`src/include/data_mem_settings.svh`:
```
////////////////////////////////////////
// data memory model settings
// address map, region depths and datapath widths
////////////////////////////////////////

`ifndef DATA_MEM_SETTINGS_SVH
`define DATA_MEM_SETTINGS_SVH

// datapath widths, tag bit on top of the data word
`define DATA_W        65
`define HALF_W        32
`define BE_W          4
`define WADDR_W       30

// region depths as log2 of the word count
`define DRAM_IDX_W    10
`define TSRAM_IDX_W   8
`define MMREG_OFF_W   8

// widest local index, one extra bit selects the dram half
`define IDX_W         (`DRAM_IDX_W + 1)

// region base byte addresses
`define DRAM_BASE     32'h8000_0000
`define TSRAM_BASE    32'h8300_0000
`define MMREG_BASE    32'h8380_0000

// readback of an unused register offset
`define MMREG_DEFAULT 32'hdead_beef

`endif

```
`src/design/data_mem_pkg.sv`:
```
////////////////////////////////////////
// data memory model package
// request and response structs
// opcode, region and register offset enums
////////////////////////////////////////

`include "data_mem_settings.svh"

package data_mem_pkg;

  ////////////////////////////////////////
  // enums
  ////////////////////////////////////////

  // atomic access kind
  typedef enum logic [1:0] {
    AMO_NONE = 2'd0,
    AMO_LR   = 2'd1,
    AMO_SC   = 2'd2
  } amo_e;

  // decoded target of a request
  typedef enum logic [1:0] {
    REG_NONE  = 2'd0,
    REG_DRAM  = 2'd1,
    REG_TSRAM = 2'd2,
    REG_MMREG = 2'd3
  } region_e;

  // register word offsets inside the mmreg window
  typedef enum logic [`MMREG_OFF_W-1:0] {
    OFF_SCRATCH0 = 8'h00,
    OFF_SCRATCH1 = 8'h01,
    OFF_ERR_EN   = 8'h40,
    OFF_INTR_ACK = 8'h41,
    OFF_DEBUG    = 8'h50
  } mmreg_off_e;

  ////////////////////////////////////////
  // structs
  ////////////////////////////////////////

  typedef struct packed {
    logic                 we;
    logic [`BE_W-1:0]     be;
    logic                 is_cap;
    amo_e                 amo;
    logic [`WADDR_W-1:0]  addr;     // word address, byte bits 31:2
    logic [`DATA_W-1:0]   wdata;
  } mem_req_t;

  typedef struct packed {
    logic [`DATA_W-1:0]   rdata;
    logic                 err;
    logic                 sc_fail;
  } mem_rsp_t;

endpackage

```
`src/design/resp_merge.sv`:
```
////////////////////////////////////////
// response side
// strobe delay, read data select, error and sc status
////////////////////////////////////////

`include "data_mem_settings.svh"

module resp_merge (
  input  logic                  clk,
  input  logic                  rst_n,
  input  logic                  data_req,
  input  data_mem_pkg::region_e region,
  input  logic [`DATA_W-1:0]    dram_rdata,
  input  logic [`HALF_W-1:0]    tsram_rdata,
  input  logic [`HALF_W-1:0]    mmreg_rdata,
  input  logic                  sc_fail,
  output logic                  data_rvalid,
  output data_mem_pkg::mem_rsp_t data_rsp
);

  import data_mem_pkg::*;

  region_e region_q;

  always_ff @(posedge clk or negedge rst_n) begin
    if (!rst_n) begin
      data_rvalid <= 1'b0;
      region_q    <= REG_NONE;
    end else begin
      data_rvalid <= data_req;
      region_q    <= region;
    end
  end

  always_comb begin
    data_rsp = '0;
    case (region_q)
      REG_DRAM: begin
        data_rsp.rdata   = dram_rdata;
        data_rsp.sc_fail = sc_fail;
      end
      REG_TSRAM: data_rsp.rdata = {{(`DATA_W-`HALF_W){1'b0}}, tsram_rdata};
      REG_MMREG: data_rsp.rdata = {{(`DATA_W-`HALF_W){1'b0}}, mmreg_rdata};
      // unmapped, data stays zero
      default:   data_rsp.err = data_rvalid;
    endcase
  end

  a_rvalid_follows : assert property (
    @(posedge clk) disable iff (!rst_n)
    (data_req |=> data_rvalid) and (!data_req |=> !data_rvalid)
  ) else $error("data_rvalid out of step with data_req");

endmodule

```
`config.mk`:
```
export PLATFORM = sky130hd
export DESIGN_NAME = resp_merge
export DESIGN_NICKNAME = d
export VERILOG_FILES = /design/src/design/data_mem_pkg.sv /design/src/design/resp_merge.sv
export VERILOG_INCLUDE_DIRS = /design/src /design/src/include
export SDC_FILE = /design/constraint.sdc
export NUM_CORES = 1
export LEC_CHECK = 0
export BUFFER_PORTS_ARGS = -buffer_cell sky130_fd_sc_hd__buf_2
export CORE_AREA = 2 2 78 80
export DETAILED_ROUTE_END_ITERATION = 16
export DIE_AREA = 0 0 80 82
export PLACE_DENSITY = 0.75
export SLEW_MARGIN = 20
export SYNTH_ARGS = -nofsm -noshare
export SYNTH_HDL_FRONTEND = slang
export SYNTH_SLANG_ARGS = --single-unit
```
`constraint.sdc`:
```
create_clock -name clk -period 2.4 [get_ports clk]
set_clock_uncertainty 0.1 [all_clocks]
set_input_delay 0.12 -clock clk [delete_from_list [all_inputs] [get_ports clk]]
set_output_delay 0.12 -clock clk [all_outputs]
set_load 0.02 [all_outputs]
```
==> run_results.csv <==
group,metric,value,unit
synth,synth_area_leaders,"mux2_4, a22o_1, and2_1, dfrtp_1, buf_12",
placed_design,place_area,2210,um2
sta,finalSetupViolCount,0,
final_layout,nNetsFinal,453,
synth,yosysTopAreaCell,"mux2_4",
final_layout,multi_input_area,997,um2
synth,ys_async_sr_fraction,100,%
synth,synth.most_common_cell,"and2_1",
setup_path,path_max_fanout,19,
synth,synth.distinct_cells,11,
grt,grt_use_total,12.0,%
setup_path,crit_type,"flop to output port",
sta,setup_tns,0,ps
final_layout,stdcell_area,2300,um2
final_layout,area_delta_synth_final,88.8,%
setup_path,required,2180,ps
pwr,ir_drop,0.000311,V
detailed_routing,drt-vias-per-instance,4.32,
pwr,p_total,650,uW
synth,syn_area_per_cell,10.2,um2
sta,slew_viol_final,0,
die,floorplan.initialDensity,21.2,%
sta,hold_viol,0,
setup_path,startpoint,"region_q[1]",
grt,grt_antenna_before_repair,2,
sta,grt_setup_unrepaired,"no",
cts,htree_levels,1,
final_layout,register_area,76.3,um2
synth,postSynthCellCount,119,
cts,ctsLongestPathBuffers,2,
synth,netlist_area,1220,um2
synth,ys_seq_area_share,6.16,%
detailed_routing,dr.pass1.iters,5,
setup_path,cp.arrival,1840,ps
sta,fin_crit,2060,ps
grt,grt_overflow,0,
grt,grt_max_degree,35,
placed_design,io_buffers,202,
cts,cts.sinks,3,
run_status,run_status,"complete, no violations",
die,die_w,80,um
grt,grt_pass1_wl,6.32,mm
die,ios,203,
sta,tightest_slew,514,ps
sta,finalCritPeriodShare,85.9,%
pwr,p_per_area,282,nW/um2
die,die-area,6560,um2
pwr,leakage,1.45,nW
synth,synth_edf_count,0,
sta,whs,135,ps
placed_design,gp_congestion,0.707,
setup_path,cp-end-kind,"output port",
job,cap_violations,0,
placed_design,dp_hpwl,4.09,mm
synth,ys_warn_count,0,
synth,synth_common_cells,"and2_1, a22o_1, mux2_4, clkbuf_1, buf_6",
cts,path_clk_slew,30,ps
setup_path,start_kind,"flop",
cts,numCtsBuffers,3,
final_layout,post-route-util,40.0,%
cts,cts_tree,"yes",
sta,slew_headroom,65.7,%
grt,grt_pass1_vias,1510,
detailed_routing,totalWireLength,4.76,mm
die,fp.dieH,82,um
synth,synth_top_area_share,35.7,%
detailed_routing,vias,1696,
cts,root_buffer,"clkbuf_8",
sta,fmax,485,MHz
cts,post_cts_resized,0,
die,rows,28,
detailed_routing,drt-initial-drc-count,22,
synth,ys_seq_elements,3,
worst_hold_path,hold_path_class,"primary input to asynchronous set/reset pin",
detailed_routing,drt.antenna.violating_nets,0,
synth,synth_top_flop_cell,"dfrtp_1",
detailed_routing,drc_errors,0,
synth,synth_fp_nets,254,
die,coreArea,5750,um2
final_layout,fillers,589,
detailed_routing,routedWlPerCell,12.1,um
final_layout,drive_gt1_share,76.7,%
[metrics by stage]
stage / std cells / setup slack [ps]
final: 393 / 339
after floorplan: 119 / 941
after CTS: 392 / 329
after detailed placement: 384 / 559
after global placement: 384 / 581
after global routing: 392 / 260
[metal layers]
layer | part of all wire [%] | GRT usage (%)
met3 | 15 | 4.18
met5 | 0.21 | 0
met4 | 0.61 | 2.88
met2 | 52 | 25.3
met1 | 32 | 10.7
[power by group]
part | leakage, nW | internal [mW] | switching [mW] | total, mW
sequential | 0.0340 | 0.0536 | 0.00914 | 0.0627
clock | 0.0228 | 0.113 | 0.0328 | 0.146
combinational | 1.39 | 0.238 | 0.203 | 0.441
total | 1.45 | 0.405 | 0.245 | 0.650
[state kept, by name (all words and copies together), names as in the netlist]
| name | flops |
|---|---|
| region_q | 2 |
| data_rvalid | 1 |
[path summary, 6_finish.rpt]
check,slack [ps],endpoint,cells after the start
max in group asynchronous,1950,region_q[1],2
max,340,data_rsp[31],4
min in group clk,450,data_rvalid,2
min,130,data_rvalid,2
[placed cells by master (no fill, tap or decap), drive strengths merged]
cell,synthesis,final
and2,34,34
dfrtp,3,3
diode,0,1
clkbuf,6,4
buf,9,205
dlygate4sd3,0,4
nor3b,1,1
a22o,32,32
nor2b,2,2
mux2,32,32
[cell type report]
type                            count  share of cell area [%]
Clock buffer                        4                    1.96
Tap cell                           75                    4.08
Multi-Input combinational cell    101                    43.3
Sequential cell                     3                    3.32
Antenna cell                        1                   0.109
Timing Repair Buffer              209                    47.2
[cells by family (layout without fill, tap and decap cells)]
family	Yosys count	count (layout)	synth area share, %
buffers and inverters	15	213	12.0
other	0	1	0
muxes	32	32	38.5
and+or+nand+nor	37	37	20.3
AOI/OAI and AO/OA	32	32	23.0
DFF	3	3	6.16
[worst max-delay path, stage by stage (launching register included)]
cell and delay (ps):
dfrtp_2 680, buf_12 260, mux2_2 350, a22o_1 170, buf_2 150
[timing repair]
| item | CTS | global route |
|---|---|---|
| setup buffers | 0 | 0 |
| endpoints found under the hold margin | 6 | 0 |
| hold buffers | 4 | 0 |
(Power assumes the default switching activity.)
