--- src/include/data_mem_settings.svh ---
////////////////////////////////////////
// data memory model settings
// address map, region depths and datapath widths
////////////////////////////////////////

`ifndef DATA_MEM_SETTINGS_SVH
`define DATA_MEM_SETTINGS_SVH

// datapath widths, tag bit on top of the data word
`define DATA_W        65
`define HALF_W        32
`define BE_W          4
`define WADDR_W       30

// region depths as log2 of the word count
`define DRAM_IDX_W    10
`define TSRAM_IDX_W   8
`define MMREG_OFF_W   8

// widest local index, one extra bit selects the dram half
`define IDX_W         (`DRAM_IDX_W + 1)

// region base byte addresses
`define DRAM_BASE     32'h8000_0000
`define TSRAM_BASE    32'h8300_0000
`define MMREG_BASE    32'h8380_0000

// readback of an unused register offset
`define MMREG_DEFAULT 32'hdead_beef

`endif

--- src/design/data_mem_pkg.sv ---
////////////////////////////////////////
// data memory model package
// request and response structs
// opcode, region and register offset enums
////////////////////////////////////////

`include "data_mem_settings.svh"

package data_mem_pkg;

  ////////////////////////////////////////
  // enums
  ////////////////////////////////////////

  // atomic access kind
  typedef enum logic [1:0] {
    AMO_NONE = 2'd0,
    AMO_LR   = 2'd1,
    AMO_SC   = 2'd2
  } amo_e;

  // decoded target of a request
  typedef enum logic [1:0] {
    REG_NONE  = 2'd0,
    REG_DRAM  = 2'd1,
    REG_TSRAM = 2'd2,
    REG_MMREG = 2'd3
  } region_e;

  // register word offsets inside the mmreg window
  typedef enum logic [`MMREG_OFF_W-1:0] {
    OFF_SCRATCH0 = 8'h00,
    OFF_SCRATCH1 = 8'h01,
    OFF_ERR_EN   = 8'h40,
    OFF_INTR_ACK = 8'h41,
    OFF_DEBUG    = 8'h50
  } mmreg_off_e;

  ////////////////////////////////////////
  // structs
  ////////////////////////////////////////

  typedef struct packed {
    logic                 we;
    logic [`BE_W-1:0]     be;
    logic                 is_cap;
    amo_e                 amo;
    logic [`WADDR_W-1:0]  addr;     // word address, byte bits 31:2
    logic [`DATA_W-1:0]   wdata;
  } mem_req_t;

  typedef struct packed {
    logic [`DATA_W-1:0]   rdata;
    logic                 err;
    logic                 sc_fail;
  } mem_rsp_t;

endpackage

--- src/design/req_decode.sv ---
////////////////////////////////////////
// request address decoder
// region select and local word index
////////////////////////////////////////

`include "data_mem_settings.svh"

module req_decode (
  input  data_mem_pkg::mem_req_t req,
  input  logic                   data_req,
  output data_mem_pkg::region_e  region,
  output logic [`IDX_W-1:0]      word_idx
);

  import data_mem_pkg::*;

  localparam logic [31:0] DRAM_B  = `DRAM_BASE;
  localparam logic [31:0] TSRAM_B = `TSRAM_BASE;
  localparam logic [31:0] MMREG_B = `MMREG_BASE;

  logic dram_hit;
  logic tsram_hit;
  logic mmreg_hit;

  // every bit above the index range has to match the base,
  // so no region shows up twice in the map
  assign dram_hit  = (req.addr[`WADDR_W-1:`IDX_W] == DRAM_B[31:`IDX_W+2]);
  assign tsram_hit = (req.addr[`WADDR_W-1:`TSRAM_IDX_W] == TSRAM_B[31:`TSRAM_IDX_W+2]);
  assign mmreg_hit = (req.addr[`WADDR_W-1:`MMREG_OFF_W] == MMREG_B[31:`MMREG_OFF_W+2]);

  // low word bits, each target slices what it needs
  assign word_idx = req.addr[`IDX_W-1:0];

  always_comb begin
    region = REG_NONE;
    if (data_req) begin
      if (dram_hit) begin
        region = REG_DRAM;
      end else if (tsram_hit) begin
        region = REG_TSRAM;
      end else if (mmreg_hit) begin
        region = REG_MMREG;
      end
    end
  end

  // idle cycles never select a target
  always_comb begin
    a_idle_region : assert final (data_req || (region == REG_NONE))
      else $error("region selected without a request strobe");
  end

endmodule

--- config.mk ---
export PLATFORM = sky130hd
export DESIGN_NAME = req_decode
export DESIGN_NICKNAME = d
export VERILOG_FILES = /design/src/design/data_mem_pkg.sv /design/src/design/req_decode.sv
export VERILOG_INCLUDE_DIRS = /design/src /design/src/include
export SDC_FILE = /design/constraint.sdc
export NUM_CORES = 1
export LEC_CHECK = 0
export BUFFER_PORTS_ARGS = -buffer_cell sky130_fd_sc_hd__buf_2
export CORE_AREA = 5 5 45 47
export DETAILED_ROUTE_END_ITERATION = 8
export DIE_AREA = 0 0 50 52
export PLACE_DENSITY = 0.88
export SYNTH_ARGS = -nofsm -noshare
export SYNTH_HDL_FRONTEND = slang
export SYNTH_SLANG_ARGS = --single-unit
--- constraint.sdc ---
create_clock -name vclk -period 2.26
set_input_delay 0.452 -clock vclk [all_inputs]
set_output_delay 0.452 -clock vclk [all_outputs]
set_load 0.02 [all_outputs]
==> summary.txt <==
Placement
  • Pre-CTS worst setup slack: 0.358 ns
  • Detailed placer's ending HPWL: 787 um
  • Placed Area: 259 um2
  • GP Congestion: 0.603
  • Port Buffers: 28

Route
  • DR vias: 240
  • Vias per inst: 4.14
  • Drt first pass iters: 1
  • Drc violations: 0
  • ANT nets after route: 0
  • DR iter-0 viols: 0
  • Routed Wire Length: 796 um
  • Per-cell routed wire length: 13.7 um

Cells and area
  • FF+latch count: 0
  • Area of the multi-input gates: 97.6 um2
  • Layout area overhead: 43.7%
  • Most common cell after layout, fill and taps aside: buf_2
  • Fillcell total: 186
  • Share of cells above drive strength 1: 0.780
  • Number of clock buffers in the layout: 0
  • Inserted Diodes: 0
  • Final Net Count: 147
  • Commonest cells after routing, fill and taps aside: 28 x buf_2, 3 x nor3_1
  • Fin area: 259 um2
  • Register area: 0 um2

Timing
  • Worst slew margin: 0.830
  • FMAX: 0.538 GHz
  • WHS: 0.904 ns
  • RSZ-0062 raised after global routing: no
  • Setup Viol. Count Final: 0
  • Setup ws final: 0.402 ns
  • Worst-Margin Slew: 0.254 ns
  • Final worst-path cycle share: 0.822
  • Pins Over Slew Limit: 0
  • Crit path time final: 1.86 ns
  • Final Hold Vio Count: 0
  • Final TNS setup: 0 ns

GRT
  • First-pass GRT wire length: 1220 um
  • Gr ovfl total: 0
  • Vias in the first global route: 278
  • All-layer global routing usage: 0.0605
  • Initial antenna violation count: 0
  • Largest net degree at the start of global routing: 4

Setup path
  • Critical path arrival: 1.41 ns
  • Crit path capture type: output pin
  • Crit-path cells: buf_2 > nor4_2 > nand4_1 > nor3_1 > buf_2
  • Slowest CP cell: nor4_2
  • Setup crit end: region[1]
  • Largest stage delay, worst path: 0.27 ns
  • Worst setup path class: input port to output pin
  • CP delay by family, top: simple AND/OR/NAND/NOR gates
  • Critical Path Source: req[83]
  • WP data required: 1.81 ns
  • Crit-path most repeated cell: buf_2
  • Crit path depth: 5
  • Startpoint types: input port
  • Worst Path Buf+Inv: 2
  • Crit Path Max Fanout: 2

Floorplanning
  • # rows: 15
  • Die area: 2600 um2
  • Die Height: 52 um
  • I/O Pins: 117
  • Core Box Area: 1610 um2
  • Die X: 50 um
  • Initial Utilization: 0.112

Logic synthesis
  • Mean Syn Cell Area: 7.51 um2
  • Number of synthesis warnings: 0
  • Synth Area in Compound Gates: 0.0347
  • Post-synthesis mux area share: 0
  • Post-Synth Adder-Cell Area: 0
  • Synth Area in XOR/XNOR: 0
  • Mapped Cells: 24
  • Post-synthesis simple-gate area fraction: 0.507
  • Post-Syn Area: 180 um2
  • Sequential area share after synthesis: 0
  • Largest family of logic cells by synthesized area: simple AND/OR/NAND/NOR gates
  • Syn nets: 128
  • Synth cell types: 8

Clock tree
  • Hold buffer count at cts: 0
  • Post-CTS Setup Inserts: 0
  • Post-cts resize count: 0

Pwr
  • Switching share of power: 0.448
  • Net switching power: 15.7 uW
  • Comb power frac: 1.000
  • Clock share of power: 0
  • Max rail drop VDD: 0.0000300 V
  • Static leakage: 0.000127 uW
  • Sequential power share: 0
  • PwrDens: 136 nW/um2
  • Final Total Pwr: 35.1 uW
  • Internal: 19.4 uW

Worst hold path
  • Hold Crit Class: input port to output pin
  • Hold depth: 0

Run
  • Max cap viols: 0

Status
  • Outcome: finished clean
==> per-layer routing <==
| metal | vias to the layer above | GRT usage | wire [um] |
|---|---|---|---|
| met5 | - | 0 | 0 |
| met1 | 99 | 0.0323 | 165 |
| li1 | 110 | - | - |
| met4 | 0 | 0 | 0 |
| met2 | 31 | 0.109 | 319 |
| met3 | 0 | 0.0888 | 311 |
==> worst min-delay path by stage <==
stage / from / endpoint / slack, ns
floorplan: req[65] / word_idx[0] / 1.02
global placement: req[70] / word_idx[5] / 0.90
detailed placement: req[70] / word_idx[5] / 0.90
CTS: req[70] / word_idx[5] / 0.90
global route: req[70] / word_idx[5] / 0.90
finish: req[70] / word_idx[5] / 0.90
==> final cells by class <==
type	count	share of cell area
Multi-Input combinational cell	13	0.377
Tap cell	17	0.0821
Timing Repair Buffer	28	0.541
==> cell usage after synthesis <==
| master | count | share of area |
|---|---|---|
| buf_4 | 11 | 0.46 |
| nor4_2 | 2 | 0.14 |
| nor2_1 | 2 | 0.042 |
| a31oi_1 | 1 | 0.035 |
| nand4_1 | 1 | 0.035 |
| nor4b_2 | 2 | 0.17 |
| nor3_1 | 3 | 0.083 |
| nand2_1 | 2 | 0.042 |
==> power by group through the flow <==
| stage | clock network (uW) | logic (uW) | registers [uW] |
|---|---|---|---|
| floorplan | 0 | 33.6 | 0 |
| global placement | 0 | 33.9 | 0 |
| detailed placement | 0 | 35.6 | 0 |
| CTS | 0 | 35.7 | 0 |
| global route | 0 | 38.7 | 0 |
| finish | 0 | 35.1 | 0 |
==> metrics by stage <==
step                       util  std cells
after floorplan               -         24
after global placement    0.160         58
after detailed placement  0.160         58
after CTS                 0.160         58
after global routing      0.160         58
final                     0.160         58
==> cell families after synthesis <==
family / Yosys count
buffers and inverters: 11
and+or+nand+nor: 12
AOI/OAI and AO/OA: 1
Note: power is estimated with default switching activity, not from simulation.
