<file path="config.mk">
export PLATFORM = sky130hd
export DESIGN_NAME = mmreg_block
export DESIGN_NICKNAME = d
export VERILOG_FILES = /design/src/design/data_mem_pkg.sv /design/src/design/mmreg_block.sv
export VERILOG_INCLUDE_DIRS = /design/src /design/src/include
export SDC_FILE = /design/constraint.sdc
export NUM_CORES = 1
export LEC_CHECK = 0
export BUFFER_PORTS_ARGS = -buffer_cell sky130_fd_sc_hd__buf_2
export CAP_MARGIN = 10
export CORE_MARGIN = 2
export CORE_UTILIZATION = 40
export CTS_CLUSTER_DIAMETER = 40
export DETAILED_ROUTE_END_ITERATION = 6
export PLACE_DENSITY = 0.64
export SETUP_SLACK_MARGIN = 0.3
export SYNTH_ARGS = -nofsm -noshare
export SYNTH_HDL_FRONTEND = slang
export SYNTH_SLANG_ARGS = --single-unit
</file>
<file path="constraint.sdc">
create_clock -name clk -period 1.85 [get_ports clk]
set_input_delay 0 -clock clk [delete_from_list [all_inputs] [get_ports clk]]
set_output_delay 0 -clock clk [all_outputs]
set_load 0.02 [all_outputs]
</file>
<file path="src/include/data_mem_settings.svh">
////////////////////////////////////////
// data memory model settings
// address map, region depths and datapath widths
////////////////////////////////////////

`ifndef DATA_MEM_SETTINGS_SVH
`define DATA_MEM_SETTINGS_SVH

// datapath widths, tag bit on top of the data word
`define DATA_W        65
`define HALF_W        32
`define BE_W          4
`define WADDR_W       30

// region depths as log2 of the word count
`define DRAM_IDX_W    10
`define TSRAM_IDX_W   8
`define MMREG_OFF_W   8

// widest local index, one extra bit selects the dram half
`define IDX_W         (`DRAM_IDX_W + 1)

// region base byte addresses
`define DRAM_BASE     32'h8000_0000
`define TSRAM_BASE    32'h8300_0000
`define MMREG_BASE    32'h8380_0000

// readback of an unused register offset
`define MMREG_DEFAULT 32'hdead_beef

`endif

</file>
<file path="src/design/data_mem_pkg.sv">
////////////////////////////////////////
// data memory model package
// request and response structs
// opcode, region and register offset enums
////////////////////////////////////////

`include "data_mem_settings.svh"

package data_mem_pkg;

  ////////////////////////////////////////
  // enums
  ////////////////////////////////////////

  // atomic access kind
  typedef enum logic [1:0] {
    AMO_NONE = 2'd0,
    AMO_LR   = 2'd1,
    AMO_SC   = 2'd2
  } amo_e;

  // decoded target of a request
  typedef enum logic [1:0] {
    REG_NONE  = 2'd0,
    REG_DRAM  = 2'd1,
    REG_TSRAM = 2'd2,
    REG_MMREG = 2'd3
  } region_e;

  // register word offsets inside the mmreg window
  typedef enum logic [`MMREG_OFF_W-1:0] {
    OFF_SCRATCH0 = 8'h00,
    OFF_SCRATCH1 = 8'h01,
    OFF_ERR_EN   = 8'h40,
    OFF_INTR_ACK = 8'h41,
    OFF_DEBUG    = 8'h50
  } mmreg_off_e;

  ////////////////////////////////////////
  // structs
  ////////////////////////////////////////

  typedef struct packed {
    logic                 we;
    logic [`BE_W-1:0]     be;
    logic                 is_cap;
    amo_e                 amo;
    logic [`WADDR_W-1:0]  addr;     // word address, byte bits 31:2
    logic [`DATA_W-1:0]   wdata;
  } mem_req_t;

  typedef struct packed {
    logic [`DATA_W-1:0]   rdata;
    logic                 err;
    logic                 sc_fail;
  } mem_rsp_t;

endpackage

</file>
<file path="src/design/mmreg_block.sv">
////////////////////////////////////////
// memory-mapped registers
// scratch, error enable, interrupt ack, debug request
////////////////////////////////////////

`include "data_mem_settings.svh"

module mmreg_block (
  input  logic                   clk,
  input  logic                   rst_n,
  input  data_mem_pkg::mem_req_t req,
  input  data_mem_pkg::region_e  region,
  input  logic [`IDX_W-1:0]      word_idx,
  output logic [`HALF_W-1:0]     rdata,
  output logic [3:0]             err_enable_vec,
  output logic [2:0]             intr_ack,
  output logic                   debug_req
);

  import data_mem_pkg::*;

  mmreg_off_e         off;
  logic               access;
  logic               wr_en;
  logic               ack_wr;
  logic [`HALF_W-1:0] scratch0;
  logic [`HALF_W-1:0] scratch1;
  logic [7:0]         dbg_req_cnt;
  logic [7:0]         dbg_ack_cnt;

  assign off    = mmreg_off_e'(word_idx[`MMREG_OFF_W-1:0]);
  assign access = (region == REG_MMREG);
  assign wr_en  = access & req.we;
  assign ack_wr = wr_en & (off == OFF_INTR_ACK);

  ////////////////////////////////////////
  // register writes
  ////////////////////////////////////////

  always_ff @(posedge clk or negedge rst_n) begin
    if (!rst_n) begin
      scratch0       <= '0;
      scratch1       <= '0;
      err_enable_vec <= '0;
      intr_ack       <= '0;
      debug_req      <= 1'b0;
      dbg_req_cnt    <= '0;
      dbg_ack_cnt    <= '0;
    end else begin
      // single-cycle pulse unless written again
      intr_ack <= ack_wr ? req.wdata[2:0] : 3'b000;
      if (wr_en) begin
        case (off)
          OFF_SCRATCH0: scratch0 <= req.wdata[`HALF_W-1:0];
          OFF_SCRATCH1: scratch1 <= req.wdata[`HALF_W-1:0];
          OFF_ERR_EN:   err_enable_vec <= req.wdata[3:0];
          OFF_DEBUG: begin
            debug_req <= req.wdata[0];
            if (req.wdata[0]) begin
              dbg_req_cnt <= dbg_req_cnt + 8'd1;
            end else begin
              dbg_ack_cnt <= dbg_ack_cnt + 8'd1;
            end
          end
          default: ;
        endcase
      end
    end
  end

  // readback, sampled with the request
  always_ff @(posedge clk) begin
    if (access) begin
      if (req.we) begin
        rdata <= '0;
      end else begin
        case (off)
          OFF_SCRATCH0: rdata <= scratch0;
          OFF_SCRATCH1: rdata <= scratch1;
          OFF_ERR_EN:   rdata <= {{(`HALF_W-4){1'b0}}, err_enable_vec};
          OFF_DEBUG:    rdata <= {dbg_req_cnt, dbg_ack_cnt, 16'h0000};
          default:      rdata <= `MMREG_DEFAULT;
        endcase
      end
    end
  end

  a_intr_ack_pulse : assert property (
    @(posedge clk) disable iff (!rst_n)
    ((|intr_ack) && !ack_wr) |=> (intr_ack == 3'b000)
  ) else $error("intr_ack held past its pulse");

endmodule

</file>
==> impl_metrics.py <==
metrics = {
    "min_path": {
        "hold_class": "in -> reg",
        "worstHoldPathCells": 2,
    },
    "clock_tree": {
        "cts_tree": "yes",
        "numCtsBuffers": 17,
        "post_cts_buffers": 0,
        "cts_sinks": 120,
        "ctsLongestPathBuffers": 2,
        "cts_root_buf": "clkbuf_16",
        "clk_latency_ns": 0.41,
        "clk_pin_slew_ns": 0.05,
        "htreeDepth": 4,
    },
    "synthesis": {
        "syn_inst": 366,
        "synth-xor-area-share": 0.0231,
        "synth.distinct_cells": 38,
        "yosysWarnings": 0,
        "ys_seq_elements": 120,
        "synth_async_sr_flop_share": 0.733,
        "synth_top_family_by_area": "multiplexers",
        "synthFlopType": "dfrtp_1",
        "synth_compound_area_frac": 0.0419,
        "synth_simple_gate_area_frac": 0.0801,
        "avgSynthCellArea_um2": 14.5,
        "synth_nets": 486,
        "synth.area.mux_share": 0.233,
        "synth-adder-area-share": 0.00471,
        "synth_edf_count": 32,
        "netlist_area_um2": 5310,
        "ys_seq_area_frac": 0.596,
    },
    "critical_path": {
        "start_kind": "input port",
        "r2r_setup_slack_ns": 0.59,
        "crit_start": "word_idx[5]",
        "cp-end-kind": "flop",
        "timing.rr.end": "dbg_req_cnt[7]",
        "cp_data_required_time_ns": 2.14,
        "critical_path_class": "in -> reg",
        "arrival_ns": 1.77,
        "path_max_fanout": 16,
        "reg2reg_from": "dbg_req_cnt[2]",
        "cp-endpoint": "scratch0[24]",
        "reg2reg_depth": 4,
    },
    "power_and_ir_drop": {
        "leakagePower_uw": 0.00333,
        "p_per_area_nw_per_um2": 909,
        "p_total_uw": 6310,
        "peakVddDrop_uv": 734,
    },
    "drt": {
        "drtPass1Iterations": 4,
        "wl_per_cell_um": 16.9,
        "via_per_inst": 5.03,
        "postRouteAntennaNets": 0,
        "routed-via-count": 3476,
        "drcViolationCount": 0,
        "drt_iter0_markers": 196,
        "finalWirelength_um": 11700,
    },
    "timing": {
        "slew-limit-headroom": 0.526,
        "hold_viol": 0,
        "timing.fmax_mhz": 677,
        "worst_pin_slew_ns": 0.708,
        "finalCritPeriodShare": 0.798,
        "rsz0062_at_grt": "false",
        "finalSetupViolations": 0,
        "setup_slack_ns": 0.373,
        "skew_ns": 0.00443,
        "fin_crit_ns": 1.48,
        "maxSlewViolCount": 0,
    },
    "place": {
        "place_ws_ns": -0.160,
        "gp_congestion": 0.800,
        "hpwl_um": 7400,
        "placed_cells": 627,
        "numPortBuffers": 84,
    },
    "global_routing": {
        "grt_use_met3": 0.0455,
        "grt-busiest-layer": "met2",
        "gr-usage-met2": 0.307,
        "grtUsageMet1": 0.220,
        "grt_pass1_vias": 3655,
        "grt_max_degree": 53,
        "grt-ovfl-total": 0,
        "grt_pass1_wl_um": 19200,
        "grt_usage": 0.180,
        "antenna_found_initial": 0,
    },
    "final_layout": {
        "stdcell_count": 691,
        "multi_input_area_um2": 2050,
        "drive_gt1_frac": 0.417,
        "areaGrowthSynthToFinish_pct": 30.7,
        "fillers": 1131,
        "n_antenna_cell": 0,
        "final_nets": 623,
        "seq_area_um2": 3160,
    },
    "die": {
        "die_w_um": 119,
        "die_area_um2": 14200,
        "pin_count": 158,
        "design.core.area_um2": 13100,
        "fp-row-count": 42,
        "start_util": 0.406,
        "die_h_um": 119,
    },
    "run": {
        "maxCapViolCount": 0,
    },
    "status": {
        "outcome": "finished, final reports clean",
    },
}
## flip-flops by register name (all words and copies together) (netlist names)
signal and count:
rdata 32, scratch0 32, scratch1 32, dbg_ack_cnt 8, dbg_req_cnt 8, err_enable_vec 4, intr_ack 3, debug_req 1
## Yosys cell counts (6+ instances only)
| master | instances | area share |
|---|---|---|
| o21ai_0 | 14 | 0.013 |
| nor2_1 | 15 | 0.011 |
| nand2_1 | 15 | 0.011 |
| buf_2 | 7 | 0.0066 |
| nand3_1 | 6 | 0.0057 |
| xnor2_1 | 8 | 0.013 |
| o211ai_1 | 10 | 0.014 |
| mux2_2 | 43 | 0.091 |
| dfrtp_1 | 88 | 0.41 |
| and2_1 | 7 | 0.0082 |
| mux2i_1 | 28 | 0.053 |
| xor2_1 | 6 | 0.0099 |
| nand4_1 | 7 | 0.0082 |
| mux2_4 | 30 | 0.085 |
| edfxtp_1 | 32 | 0.18 |
## worst max-delay path, cell delays in order
cell    delay, ns
buf_2        0.10
or4_1        0.54
or4_4        0.60
buf_16       0.21
mux2_4       0.30
## worst min-delay path by stage
stage,start,endpoint,slack (ns)
5_1_grt,req[0],intr_ack[0],0.09
4_1_cts,req[0],intr_ack[0],0.05
3_5_place_dp,rst_n,scratch1[28],0.006
2_1_floorplan,rst_n,dbg_ack_cnt[0],-0.30
3_3_place_gp,rst_n,scratch1[28],0.00002
6_report,req[0],intr_ack[0],0.08
## per-stage QoR
stage | area, µm² | hold slack, ns | util | setup TNS [ns]
floorplan | 5320 | -0.296 | - | 0
global placement | 6030 | 0.0000220 | 0.461 | -3.90
detailed placement | 6030 | 0.00610 | 0.461 | -4.84
CTS | 6950 | 0.0535 | 0.531 | 0
global route | 6940 | 0.0881 | 0.531 | 0
finish | 6940 | 0.0750 | 0.531 | 0
## cells in the final DEF (no fill, tap or decap), types with 6 or more instances in the layout
master / synthesis / final
clkbuf_1: 5 / 6
mux2_2: 43 / 43
dlygate4sd3_1: 0 / 32
xor2_1: 6 / 6
o21ai_0: 14 / 14
nand2_1: 15 / 15
nand3_1: 6 / 6
dfrtp_1: 88 / 88
nand4_1: 7 / 7
and2_1: 7 / 6
buf_2: 7 / 83
edfxtp_1: 32 / 32
nor2_1: 15 / 14
clkbuf_16: 0 / 17
mux2_4: 30 / 30
o211ai_1: 10 / 10
mux2i_1: 28 / 28
xnor2_1: 8 / 8
buf_4: 0 / 19
## timing repair
item	4_1_cts	5_1_grt
pin swaps	0	1
hold buffers	32	0
resized for setup	1	1
cloned	1	0
endpoints found under the setup margin	30	16
hold endpoints to repair	103	0
## kinds of logic after synthesis
logic type / Yosys count
DFF: 120
muxes: 103
and+or+nand+nor: 71
AOI/OAI and AO/OA: 36
buffers and inverters: 20
xor gates and xnor gates: 14
adders and majority gates: 2
## cell type report
type,count,area share
well taps,176,0.0317
clock inverters,3,0.00577
multi-input cells,226,0.296
inverters,1,0.000541
repair buffers,137,0.136
clock buffers,28,0.0744
flip-flops and latches,120,0.456
## per-layer routing
layer  vias to the layer above  part of all wire
met5                         -                 0
met4                         0             0.015
met3                        13             0.037
met2                        72              0.51
met1                      1769              0.43
li1                       1622                 -
## power breakdown
group	leakage (µW)	switching, µW	total [µW]	internal [µW]
logic	0.00153	235	414	179
registers	0.00153	22.8	2820	2800
clock network	0.000274	1070	3080	2010
No activity file was read; power rests on OpenSTA's default activity.
